==> src/io_pkg.sv <==
/* Shared definitions for the terminal output channel.
   Bus command codes not listed in io_cmd_e are treated as no-ops by the decoder. */
`default_nettype none

package io_pkg;

   // Microcode field on csidbs
   typedef enum logic [4:0] {
      CMD_NOP         = 5'd0,
      CMD_WRITE_TX    = 5'd1,
      CMD_READ_STATUS = 5'd2,
      CMD_WRITE_CTRL  = 5'd3,
      CMD_READ_CTRL   = 5'd4,
      CMD_CLEAR_OVR   = 5'd5
   } io_cmd_e;

   // Serial transmitter FSM
   typedef enum logic [1:0] {
      TX_IDLE  = 2'd0,
      TX_START = 2'd1,
      TX_DATA  = 2'd2,
      TX_STOP  = 2'd3
   } tx_state_e;

   // Status word bit positions
   parameter int STAT_BUF_EMPTY = 0;
   parameter int STAT_TX_BUSY   = 1;
   parameter int STAT_OVERRUN   = 2;
   parameter int STAT_BUF_FULL  = 3;

   // Control word bit positions
   parameter int CTRL_TX_IE     = 0;
   parameter int CTRL_CONSOLE   = 1;

endpackage

`default_nettype wire
==> src/io_top.sv <==
/* Terminal output channel: decoder, transmit buffer, serial transmitter, registers.
   Only the register block drives the data bus, so idb_out is wired straight through. */
`timescale 1ns/1ns
`default_nettype none

module io_top #(
   parameter int FIFO_DEPTH        = 4,
   parameter int CLKS_PER_BIT_BASE = 4
) (
   input  wire         sysclk,
   input  wire         rst,
   input  wire  [4:0]  csidbs,
   input  wire  [7:0]  idb_in,
   input  wire  [3:0]  baud_rate_switch,
   output wire  [15:0] idb_out,
   output wire         txd,
   output wire         bint12,
   output wire  [1:0]  ioled
);

   wire       s_push;
   wire [7:0] s_push_data;
   wire       s_credit_return;
   wire       s_buf_empty;
   wire       s_buf_full;
   wire       s_overrun_pulse;
   wire       s_wr_ctrl;
   wire       s_rd_status;
   wire       s_rd_ctrl;
   wire       s_clr_ovr;
   wire [7:0] s_wr_data;
   wire       s_tx_ready;
   wire       s_tx_load;
   wire [7:0] s_tx_data;
   wire       s_tx_busy;

   io_dcd #(.FIFO_DEPTH(FIFO_DEPTH)) DCD (
      .sysclk(sysclk),
      .rst(rst),
      .csidbs(csidbs),
      .idb_in(idb_in),
      .credit_return(s_credit_return),
      .push(s_push),
      .push_data(s_push_data),
      .buf_empty(s_buf_empty),
      .buf_full(s_buf_full),
      .overrun_pulse(s_overrun_pulse),
      .wr_ctrl(s_wr_ctrl),
      .rd_status(s_rd_status),
      .rd_ctrl(s_rd_ctrl),
      .clr_ovr(s_clr_ovr),
      .wr_data(s_wr_data)
   );

   io_tx_fifo #(.FIFO_DEPTH(FIFO_DEPTH)) TXBUF (
      .sysclk(sysclk),
      .rst(rst),
      .push(s_push),
      .push_data(s_push_data),
      .tx_ready(s_tx_ready),
      .tx_load(s_tx_load),
      .tx_data(s_tx_data),
      .credit_return(s_credit_return)
   );

   io_uart_tx #(.CLKS_PER_BIT_BASE(CLKS_PER_BIT_BASE)) UART (
      .sysclk(sysclk),
      .rst(rst),
      .baud_rate_switch(baud_rate_switch),
      .tx_load(s_tx_load),
      .tx_data(s_tx_data),
      .tx_ready(s_tx_ready),
      .tx_busy(s_tx_busy),
      .txd(txd)
   );

   io_reg REG_MODULE (
      .sysclk(sysclk),
      .rst(rst),
      .wr_ctrl(s_wr_ctrl),
      .rd_status(s_rd_status),
      .rd_ctrl(s_rd_ctrl),
      .clr_ovr(s_clr_ovr),
      .wr_data(s_wr_data),
      .overrun_pulse(s_overrun_pulse),
      .buf_empty(s_buf_empty),
      .buf_full(s_buf_full),
      .tx_busy(s_tx_busy),
      .idb_out(idb_out),
      .bint12(bint12),
      .ioled(ioled)
   );

endmodule

`default_nettype wire

==> src/io_reg.sv <==
/* Control and status registers with bus read-back, transmit interrupt and LEDs.
   bint12 is a level request while the interrupt is enabled and the channel is idle. */
`timescale 1ns/1ns
`default_nettype none

module io_reg
   import io_pkg::*;
(
   input  wire         sysclk,
   input  wire         rst,
   input  wire         wr_ctrl,
   input  wire         rd_status,
   input  wire         rd_ctrl,
   input  wire         clr_ovr,
   input  wire  [7:0]  wr_data,
   input  wire         overrun_pulse,
   input  wire         buf_empty,
   input  wire         buf_full,
   input  wire         tx_busy,
   output logic [15:0] idb_out,
   output logic        bint12,
   output logic [1:0]  ioled
);

   logic [1:0] ctrl_reg;     // Interrupt enable and console
   logic       overrun;
   logic [7:0] status_word;
   logic [7:0] ctrl_word;

   always_comb begin
      status_word                 = '0;
      status_word[STAT_BUF_EMPTY] = buf_empty;
      status_word[STAT_TX_BUSY]   = tx_busy;
      status_word[STAT_OVERRUN]   = overrun;
      status_word[STAT_BUF_FULL]  = buf_full;
   end

   assign ctrl_word = {6'd0, ctrl_reg};

   always_ff @(posedge sysclk) begin
      if (rst) begin
         ctrl_reg <= '0;
         overrun  <= 1'b0;
         idb_out  <= '0;
         bint12   <= 1'b0;
      end else begin
         if (wr_ctrl) begin
            ctrl_reg[CTRL_TX_IE]   <= wr_data[CTRL_TX_IE];
            ctrl_reg[CTRL_CONSOLE] <= wr_data[CTRL_CONSOLE];
         end
         if (overrun_pulse) begin
            overrun <= 1'b1; // Set wins over clear
         end else if (clr_ovr) begin
            overrun <= 1'b0;
         end
         if (rd_status) begin
            idb_out <= {8'd0, status_word};
         end else if (rd_ctrl) begin
            idb_out <= {8'd0, ctrl_word};
         end else begin
            idb_out <= '0;  // Bus is OR-combined, idle at zero
         end
         bint12 <= ctrl_reg[CTRL_TX_IE] & buf_empty & ~tx_busy;
      end
   end

   assign ioled = {ctrl_reg[CTRL_CONSOLE], overrun}; // Green, red

endmodule

`default_nettype wire

==> src/io_uart_tx.sv <==
/* 8N1 serial transmitter. Bit period is CLKS_PER_BIT_BASE * (baud_rate_switch + 1)
   clocks, sampled when a byte is loaded. */
`timescale 1ns/1ns
`default_nettype none

module io_uart_tx
   import io_pkg::*;
#(
   parameter int CLKS_PER_BIT_BASE = 4
) (
   input  wire        sysclk,
   input  wire        rst,
   input  wire  [3:0] baud_rate_switch,
   input  wire        tx_load,
   input  wire  [7:0] tx_data,
   output logic       tx_ready,
   output logic       tx_busy,
   output logic       txd
);

   localparam int CNT_W = $clog2(CLKS_PER_BIT_BASE * 16 + 1);

   tx_state_e        state;
   logic [CNT_W-1:0] period_sel;
   logic [CNT_W-1:0] bit_period; // Latched per frame
   logic [CNT_W-1:0] clk_cnt;
   logic [2:0]       bit_idx;
   logic [7:0]       shift_reg;
   logic             bit_done;

   assign period_sel = CNT_W'(CLKS_PER_BIT_BASE * (int'(baud_rate_switch) + 1));
   assign bit_done   = (clk_cnt == bit_period - 1'b1);
   assign tx_ready   = (state == TX_IDLE);
   assign tx_busy    = (state != TX_IDLE);

   always_ff @(posedge sysclk) begin
      if (rst) begin
         state   <= TX_IDLE;
         txd     <= 1'b1;  // Line idles high
         clk_cnt <= '0;
         bit_idx <= '0;
      end else begin
         clk_cnt <= bit_done ? '0 : clk_cnt + 1'b1;
         case (state)
            TX_IDLE: begin
               clk_cnt <= '0;
               if (tx_load) begin
                  state <= TX_START;
                  txd   <= 1'b0; // Start bit
               end
            end
            TX_START: begin
               if (bit_done) begin
                  state   <= TX_DATA;
                  txd     <= shift_reg[0];
                  bit_idx <= '0;
               end
            end
            TX_DATA: begin
               if (bit_done) begin
                  if (bit_idx == 3'd7) begin
                     state <= TX_STOP;
                     txd   <= 1'b1; // Stop bit
                  end else begin
                     bit_idx <= bit_idx + 1'b1;
                     txd     <= shift_reg[1]; // LSB first
                  end
               end
            end
            TX_STOP: begin
               if (bit_done) begin
                  state <= TX_IDLE;
               end
            end
            default: state <= TX_IDLE;
         endcase
      end
   end

   always_ff @(posedge sysclk) begin
      if (state == TX_IDLE && tx_load) begin
         shift_reg  <= tx_data;
         bit_period <= period_sel;
      end else if (state == TX_DATA && bit_done) begin
         shift_reg <= {1'b0, shift_reg[7:1]};
      end
   end

endmodule

`default_nettype wire

==> src/io_tx_fifo.sv <==
/* Transmit byte buffer. Relies on the decoder's credits and never checks for full.
   FIFO_DEPTH must be a power of two so the pointers wrap naturally. */
`timescale 1ns/1ns
`default_nettype none

module io_tx_fifo #(
   parameter int FIFO_DEPTH = 4
) (
   input  wire        sysclk,
   input  wire        rst,
   input  wire        push,
   input  wire  [7:0] push_data,
   input  wire        tx_ready,
   output logic       tx_load,
   output logic [7:0] tx_data,
   output logic       credit_return
);

   localparam int AW = $clog2(FIFO_DEPTH);

   logic [7:0]  mem [FIFO_DEPTH];
   logic [AW-1:0] wr_ptr;
   logic [AW-1:0] rd_ptr;
   logic [AW:0]   count;
   logic          pop;

   assign pop     = (count != '0) && tx_ready;  // Hand over as soon as UART idles
   assign tx_load = pop;
   assign tx_data = mem[rd_ptr];

   always_ff @(posedge sysclk) begin
      if (push) begin
         mem[wr_ptr] <= push_data;
      end
   end

   always_ff @(posedge sysclk) begin
      if (rst) begin
         wr_ptr        <= '0;
         rd_ptr        <= '0;
         count         <= '0;
         credit_return <= 1'b0;
      end else begin
         if (push) begin
            wr_ptr <= wr_ptr + 1'b1;
         end
         if (pop) begin
            rd_ptr <= rd_ptr + 1'b1;
         end
         count         <= count + (AW+1)'(push) - (AW+1)'(pop);
         credit_return <= pop; // One credit back per byte sent on
      end
   end

endmodule

`default_nettype wire

==> src/io_dcd.sv <==
/* Command decoder and credit holder for the transmit buffer.
   A transmit write with no credit left is dropped and reported on overrun_pulse. */
`timescale 1ns/1ns
`default_nettype none

module io_dcd
   import io_pkg::*;
#(
   parameter int FIFO_DEPTH = 4
) (
   input  wire        sysclk,
   input  wire        rst,
   input  wire  [4:0] csidbs,
   input  wire  [7:0] idb_in,
   input  wire        credit_return,
   output logic       push,
   output logic [7:0] push_data,
   output logic       buf_empty,
   output logic       buf_full,
   output logic       overrun_pulse,
   output logic       wr_ctrl,
   output logic       rd_status,
   output logic       rd_ctrl,
   output logic       clr_ovr,
   output logic [7:0] wr_data
);

   localparam int CW = $clog2(FIFO_DEPTH + 1);

   io_cmd_e       cmd;
   logic [CW-1:0] credits;       // Free slots in the buffer
   logic          is_write_tx;
   logic          take_write;

   assign cmd         = io_cmd_e'(csidbs);
   assign is_write_tx = (cmd == CMD_WRITE_TX);
   assign take_write  = is_write_tx && (credits != '0);

   // All credits home means nothing queued
   assign buf_empty = (credits == CW'(FIFO_DEPTH));
   assign buf_full  = (credits == '0);

   always_ff @(posedge sysclk) begin
      if (rst) begin
         credits <= CW'(FIFO_DEPTH);
      end else begin
         credits <= credits + CW'(credit_return) - CW'(take_write); // Both may hit at once
      end
   end

   always_ff @(posedge sysclk) begin
      if (rst) begin
         push          <= 1'b0;
         overrun_pulse <= 1'b0;
         wr_ctrl       <= 1'b0;
         rd_status     <= 1'b0;
         rd_ctrl       <= 1'b0;
         clr_ovr       <= 1'b0;
      end else begin
         push          <= take_write;
         overrun_pulse <= is_write_tx && (credits == '0); // Dropped byte
         wr_ctrl       <= (cmd == CMD_WRITE_CTRL);
         rd_status     <= (cmd == CMD_READ_STATUS);
         rd_ctrl       <= (cmd == CMD_READ_CTRL);
         clr_ovr       <= (cmd == CMD_CLEAR_OVR);
      end
   end

   // Data byte follows its strobe
   always_ff @(posedge sysclk) begin
      if (take_write) begin
         push_data <= idb_in;
      end
      if (cmd == CMD_WRITE_CTRL) begin
         wr_data <= idb_in;
      end
   end

endmodule

`default_nettype wire

==> config.mk <==
export PLATFORM = sky130hd
export DESIGN_NAME = io_top
export DESIGN_NICKNAME = d
export VERILOG_FILES = /design/src/io_pkg.sv /design/src/io_top.sv /design/src/io_reg.sv /design/src/io_uart_tx.sv /design/src/io_tx_fifo.sv /design/src/io_dcd.sv
export SDC_FILE = /design/constraint.sdc
export NUM_CORES = 1
export LEC_CHECK = 0
export BUFFER_PORTS_ARGS = -buffer_cell sky130_fd_sc_hd__buf_2
export CAP_MARGIN = 10
export CELL_PAD_IN_SITES_DETAIL_PLACEMENT = 2
export CELL_PAD_IN_SITES_GLOBAL_PLACEMENT = 2
export CORE_MARGIN = 3
export CORE_UTILIZATION = 44
export CTS_CLUSTER_DIAMETER = 120
export DETAILED_ROUTE_END_ITERATION = 7
export GPL_ROUTABILITY_DRIVEN = 0
export PLACE_DENSITY = 0.85
export SYNTH_ARGS = -nofsm -noshare
export SYNTH_HDL_FRONTEND = slang
export SYNTH_SLANG_ARGS = --single-unit
export TNS_END_PERCENT = 10
==> constraint.sdc <==
create_clock -name sysclk -period 7.3 [get_ports sysclk]
set_input_delay 0.365 -clock sysclk [delete_from_list [all_inputs] [get_ports sysclk]]
set_output_delay 0.365 -clock sysclk [all_outputs]
set_load 0.01 [all_outputs]
==> impl_metrics.json <==
{
  "outcome": "completed",
  "io_buffers": 26,
  "pwr_density_cell_mw_per_mm2": 338,
  "cts_root_buffer": "clkbuf_8",
  "rsz0062_at_grt": "false",
  "worstMarginPinSlew_ps": 609,
  "layout-drive-gt1-share": 0.193,
  "syn2layout_area_growth_pct": 8.86,
  "period_needed_ps": 2910,
  "wl_per_cell_um": 19.5,
  "synth_edf_count": 55,
  "insertion_delay_ps": 360,
  "r2r_setup_slack_ps": 4390,
  "dpl.hpwl_um": 6360,
  "drc": 0,
  "dr_total_vias": 2289,
  "avgSynthCellArea_um2": 13.2,
  "intPower_mw": 0.981,
  "critPathRequiredTime_ps": 7540,
  "ys_ff_latch": 95,
  "cts_buffers": 9,
  "grt_pass1_wl_um": 14200,
  "tritoncts": "yes",
  "tns_ps": 0,
  "coreArea_mm2": 0.00881,
  "grt_pass1_vias": 2644,
  "ys_async_sr_fraction": 0,
  "globalRouteTotalUtil": 0.187,
  "dr_wl_met3_um": 177,
  "grt_start_max_net_pins": 34,
  "dieArea_mm2": 0.0103,
  "synth_common_cells": "edfxtp_1, dfxtp_1, nor2_1",
  "power_frac_seq": 0.492,
  "viasPerCell": 5.16,
  "start_util": 0.455,
  "final_hold_viol_count": 0,
  "ant_nets": 0,
  "gr-total-overflow": 0,
  "num_antenna_cells": 0,
  "fmax_mhz": 344,
  "drt_wl_total_um": 8640,
  "fp.dieH_um": 101,
  "worstPathArrival_ps": 3150,
  "relSlewSlack": 0.594,
  "setup_viol": 0,
  "row_count": 34,
  "drtIter0Drc": 45,
  "post_cts_buffers": 0,
  "clk_pin_slew_worst_paths_ps": 100,
  "antenna_found_initial": 0,
  "hold_path.class": "in -> reg",
  "period_share": 0.398,
  "synth_top_flop_cell": "edfxtp_1",
  "critPathCaptureType": "register",
  "syn_area_mm2": 0.00401,
  "critPathKind": "reg -> reg",
  "p_switching_mw": 0.493,
  "synth.area.top_cells": "edfxtp_1, dfxtp_1, ha_1",
  "ys_warn_count": 0,
  "startpoint_type": "register",
  "die_w_um": 101,
  "postCtsHoldBufs": 0,
  "clock_path_buffers": 2,
  "fin_nets": 369,
  "finClkSkew_ps": 9.86,
  "wl_met2_um": 4810,
  "io_pins": 39,
  "yosys.area.top_type": "edfxtp_1",
  "cap_violations": 0,
  "syn_inst": 304,
  "clock_power_share": 0.228,
  "highest_layer": "met4",
  "final_util": 0.496,
  "finalHoldWorstSlack_ps": 169,
  "max-vdd-ir-drop_mv": 0.118,
  "yosysSeqAreaShare": 0.612,
  "dr.pass1.iters": 4,
  "combPwrFrac": 0.280,
  "m1WireLength_um": 3460,
  "p_leak_nw": 1.67,
  "swShare": 0.335,
  "synth_top_area_frac": 0.412,
  "cts_max_level": 3,
  "cts_sinks": 95,
  "synth.most_common_cell": "edfxtp_1",
  "post_cts_resized": 0,
  "ys_types": 42,
  "slew_viol_final": 0,
  "crit_fanout": 16,
  "largest_register_ffs": 32
}
[layout make-up]
cell class	instances	area, um^2
Fill cell	856	4440
Sequential cell	95	2450
Multi-Input combinational cell	176	1370
Timing Repair Buffer	27	138
Tap cell	108	135
Clock buffer	9	124
Inverter	22	82.6
Clock inverter	7	62.6
[cell usage in the layout (no fill, tap or decap), drive strengths merged, types with 2 or more instances in the layout]
cell,instances
o21ai,3
or3,3
dfxtp,40
a21oi,6
and3,4
edfxtp,55
fa,2
o32ai,2
inv,27
xor2,7
nor2b,4
nand2,13
xnor2,12
buf,27
mux4,8
and2,6
conb,12
clkbuf,9
mux2i,4
ha,17
nand2b,9
nand3,5
mux2,8
nand3b,2
nor2,25
o211a,2
or3b,3
nor3b,4
nor3,7
[worst max-delay path, stage by stage, from the launching register on]
cell      delay, ps
dfxtp_1         400
inv_1            90
ha_1            300
nand2b_1        160
inv_1           290
ha_1            400
inv_1            50
ha_1            210
fa_1            420
xnor2_1         240
xnor2_1         150
nor2_1           50
[through the flow]
step | instances | instance area, um^2 | setup slack [ps] | total power [mW]
6_report | 444 | 4370 | 4390 | 1.47
5_1_grt | 444 | 4370 | 4200 | 1.57
4_1_cts | 444 | 4370 | 4340 | 1.49
3_5_place_dp | 428 | 4180 | 4390 | 1.15
3_3_place_gp | 428 | 4180 | 4670 | 1.09
2_1_floorplan | 315 | 4050 | 4580 | 1.03
[cells by family after synthesis]
| kind of cell | Yosys count | synth area share |
|---|---|---|
| flip-flops | 95 | 0.612 |
| AND/OR/NAND/NOR | 89 | 0.120 |
| buffers and inverters | 44 | 0.0568 |
| multiplexers | 20 | 0.0774 |
| adder cells (fa/ha/maj) | 19 | 0.0630 |
| XOR/XNOR | 19 | 0.0415 |
| AO/OA/AOI/OAI | 17 | 0.0293 |
| other | 1 | 0.000935 |
[per-layer routing]
metal	GRT usage	vias up
li1	-	1083
met1	0.214	1164
met2	0.344	31
met3	0.0372	11
met4	0.0675	0
met5	0	-
[path summary, 6_finish.rpt]
kind	depth (start not counted)	to	startpoint
worst max-delay path	11	TXBUF.count[2]$_SDFF_PP0_	UART.state[0]$_SDFFE_PP0P_
worst max register to register	11	TXBUF.count[2]$_SDFF_PP0_	UART.state[0]$_SDFFE_PP0P_
worst min-delay path	1	DCD.push_data[6]$_DFFE_PP_	idb_in[6]
worst min register to register	1	UART.clk_cnt[0]$_SDFF_PP0_	UART.clk_cnt[0]$_SDFF_PP0_
[power by group through the flow]
| stage | registers (mW) | clock network (mW) | logic (mW) |
|---|---|---|---|
| after floorplan | 0.703 | 0 | 0.326 |
| after global placement | 0.725 | 0 | 0.367 |
| after detailed placement | 0.738 | 0 | 0.415 |
| after CTS | 0.728 | 0.342 | 0.425 |
| after global routing | 0.736 | 0.362 | 0.469 |
| final | 0.725 | 0.336 | 0.413 |
Power figures use the tool's default switching activity.
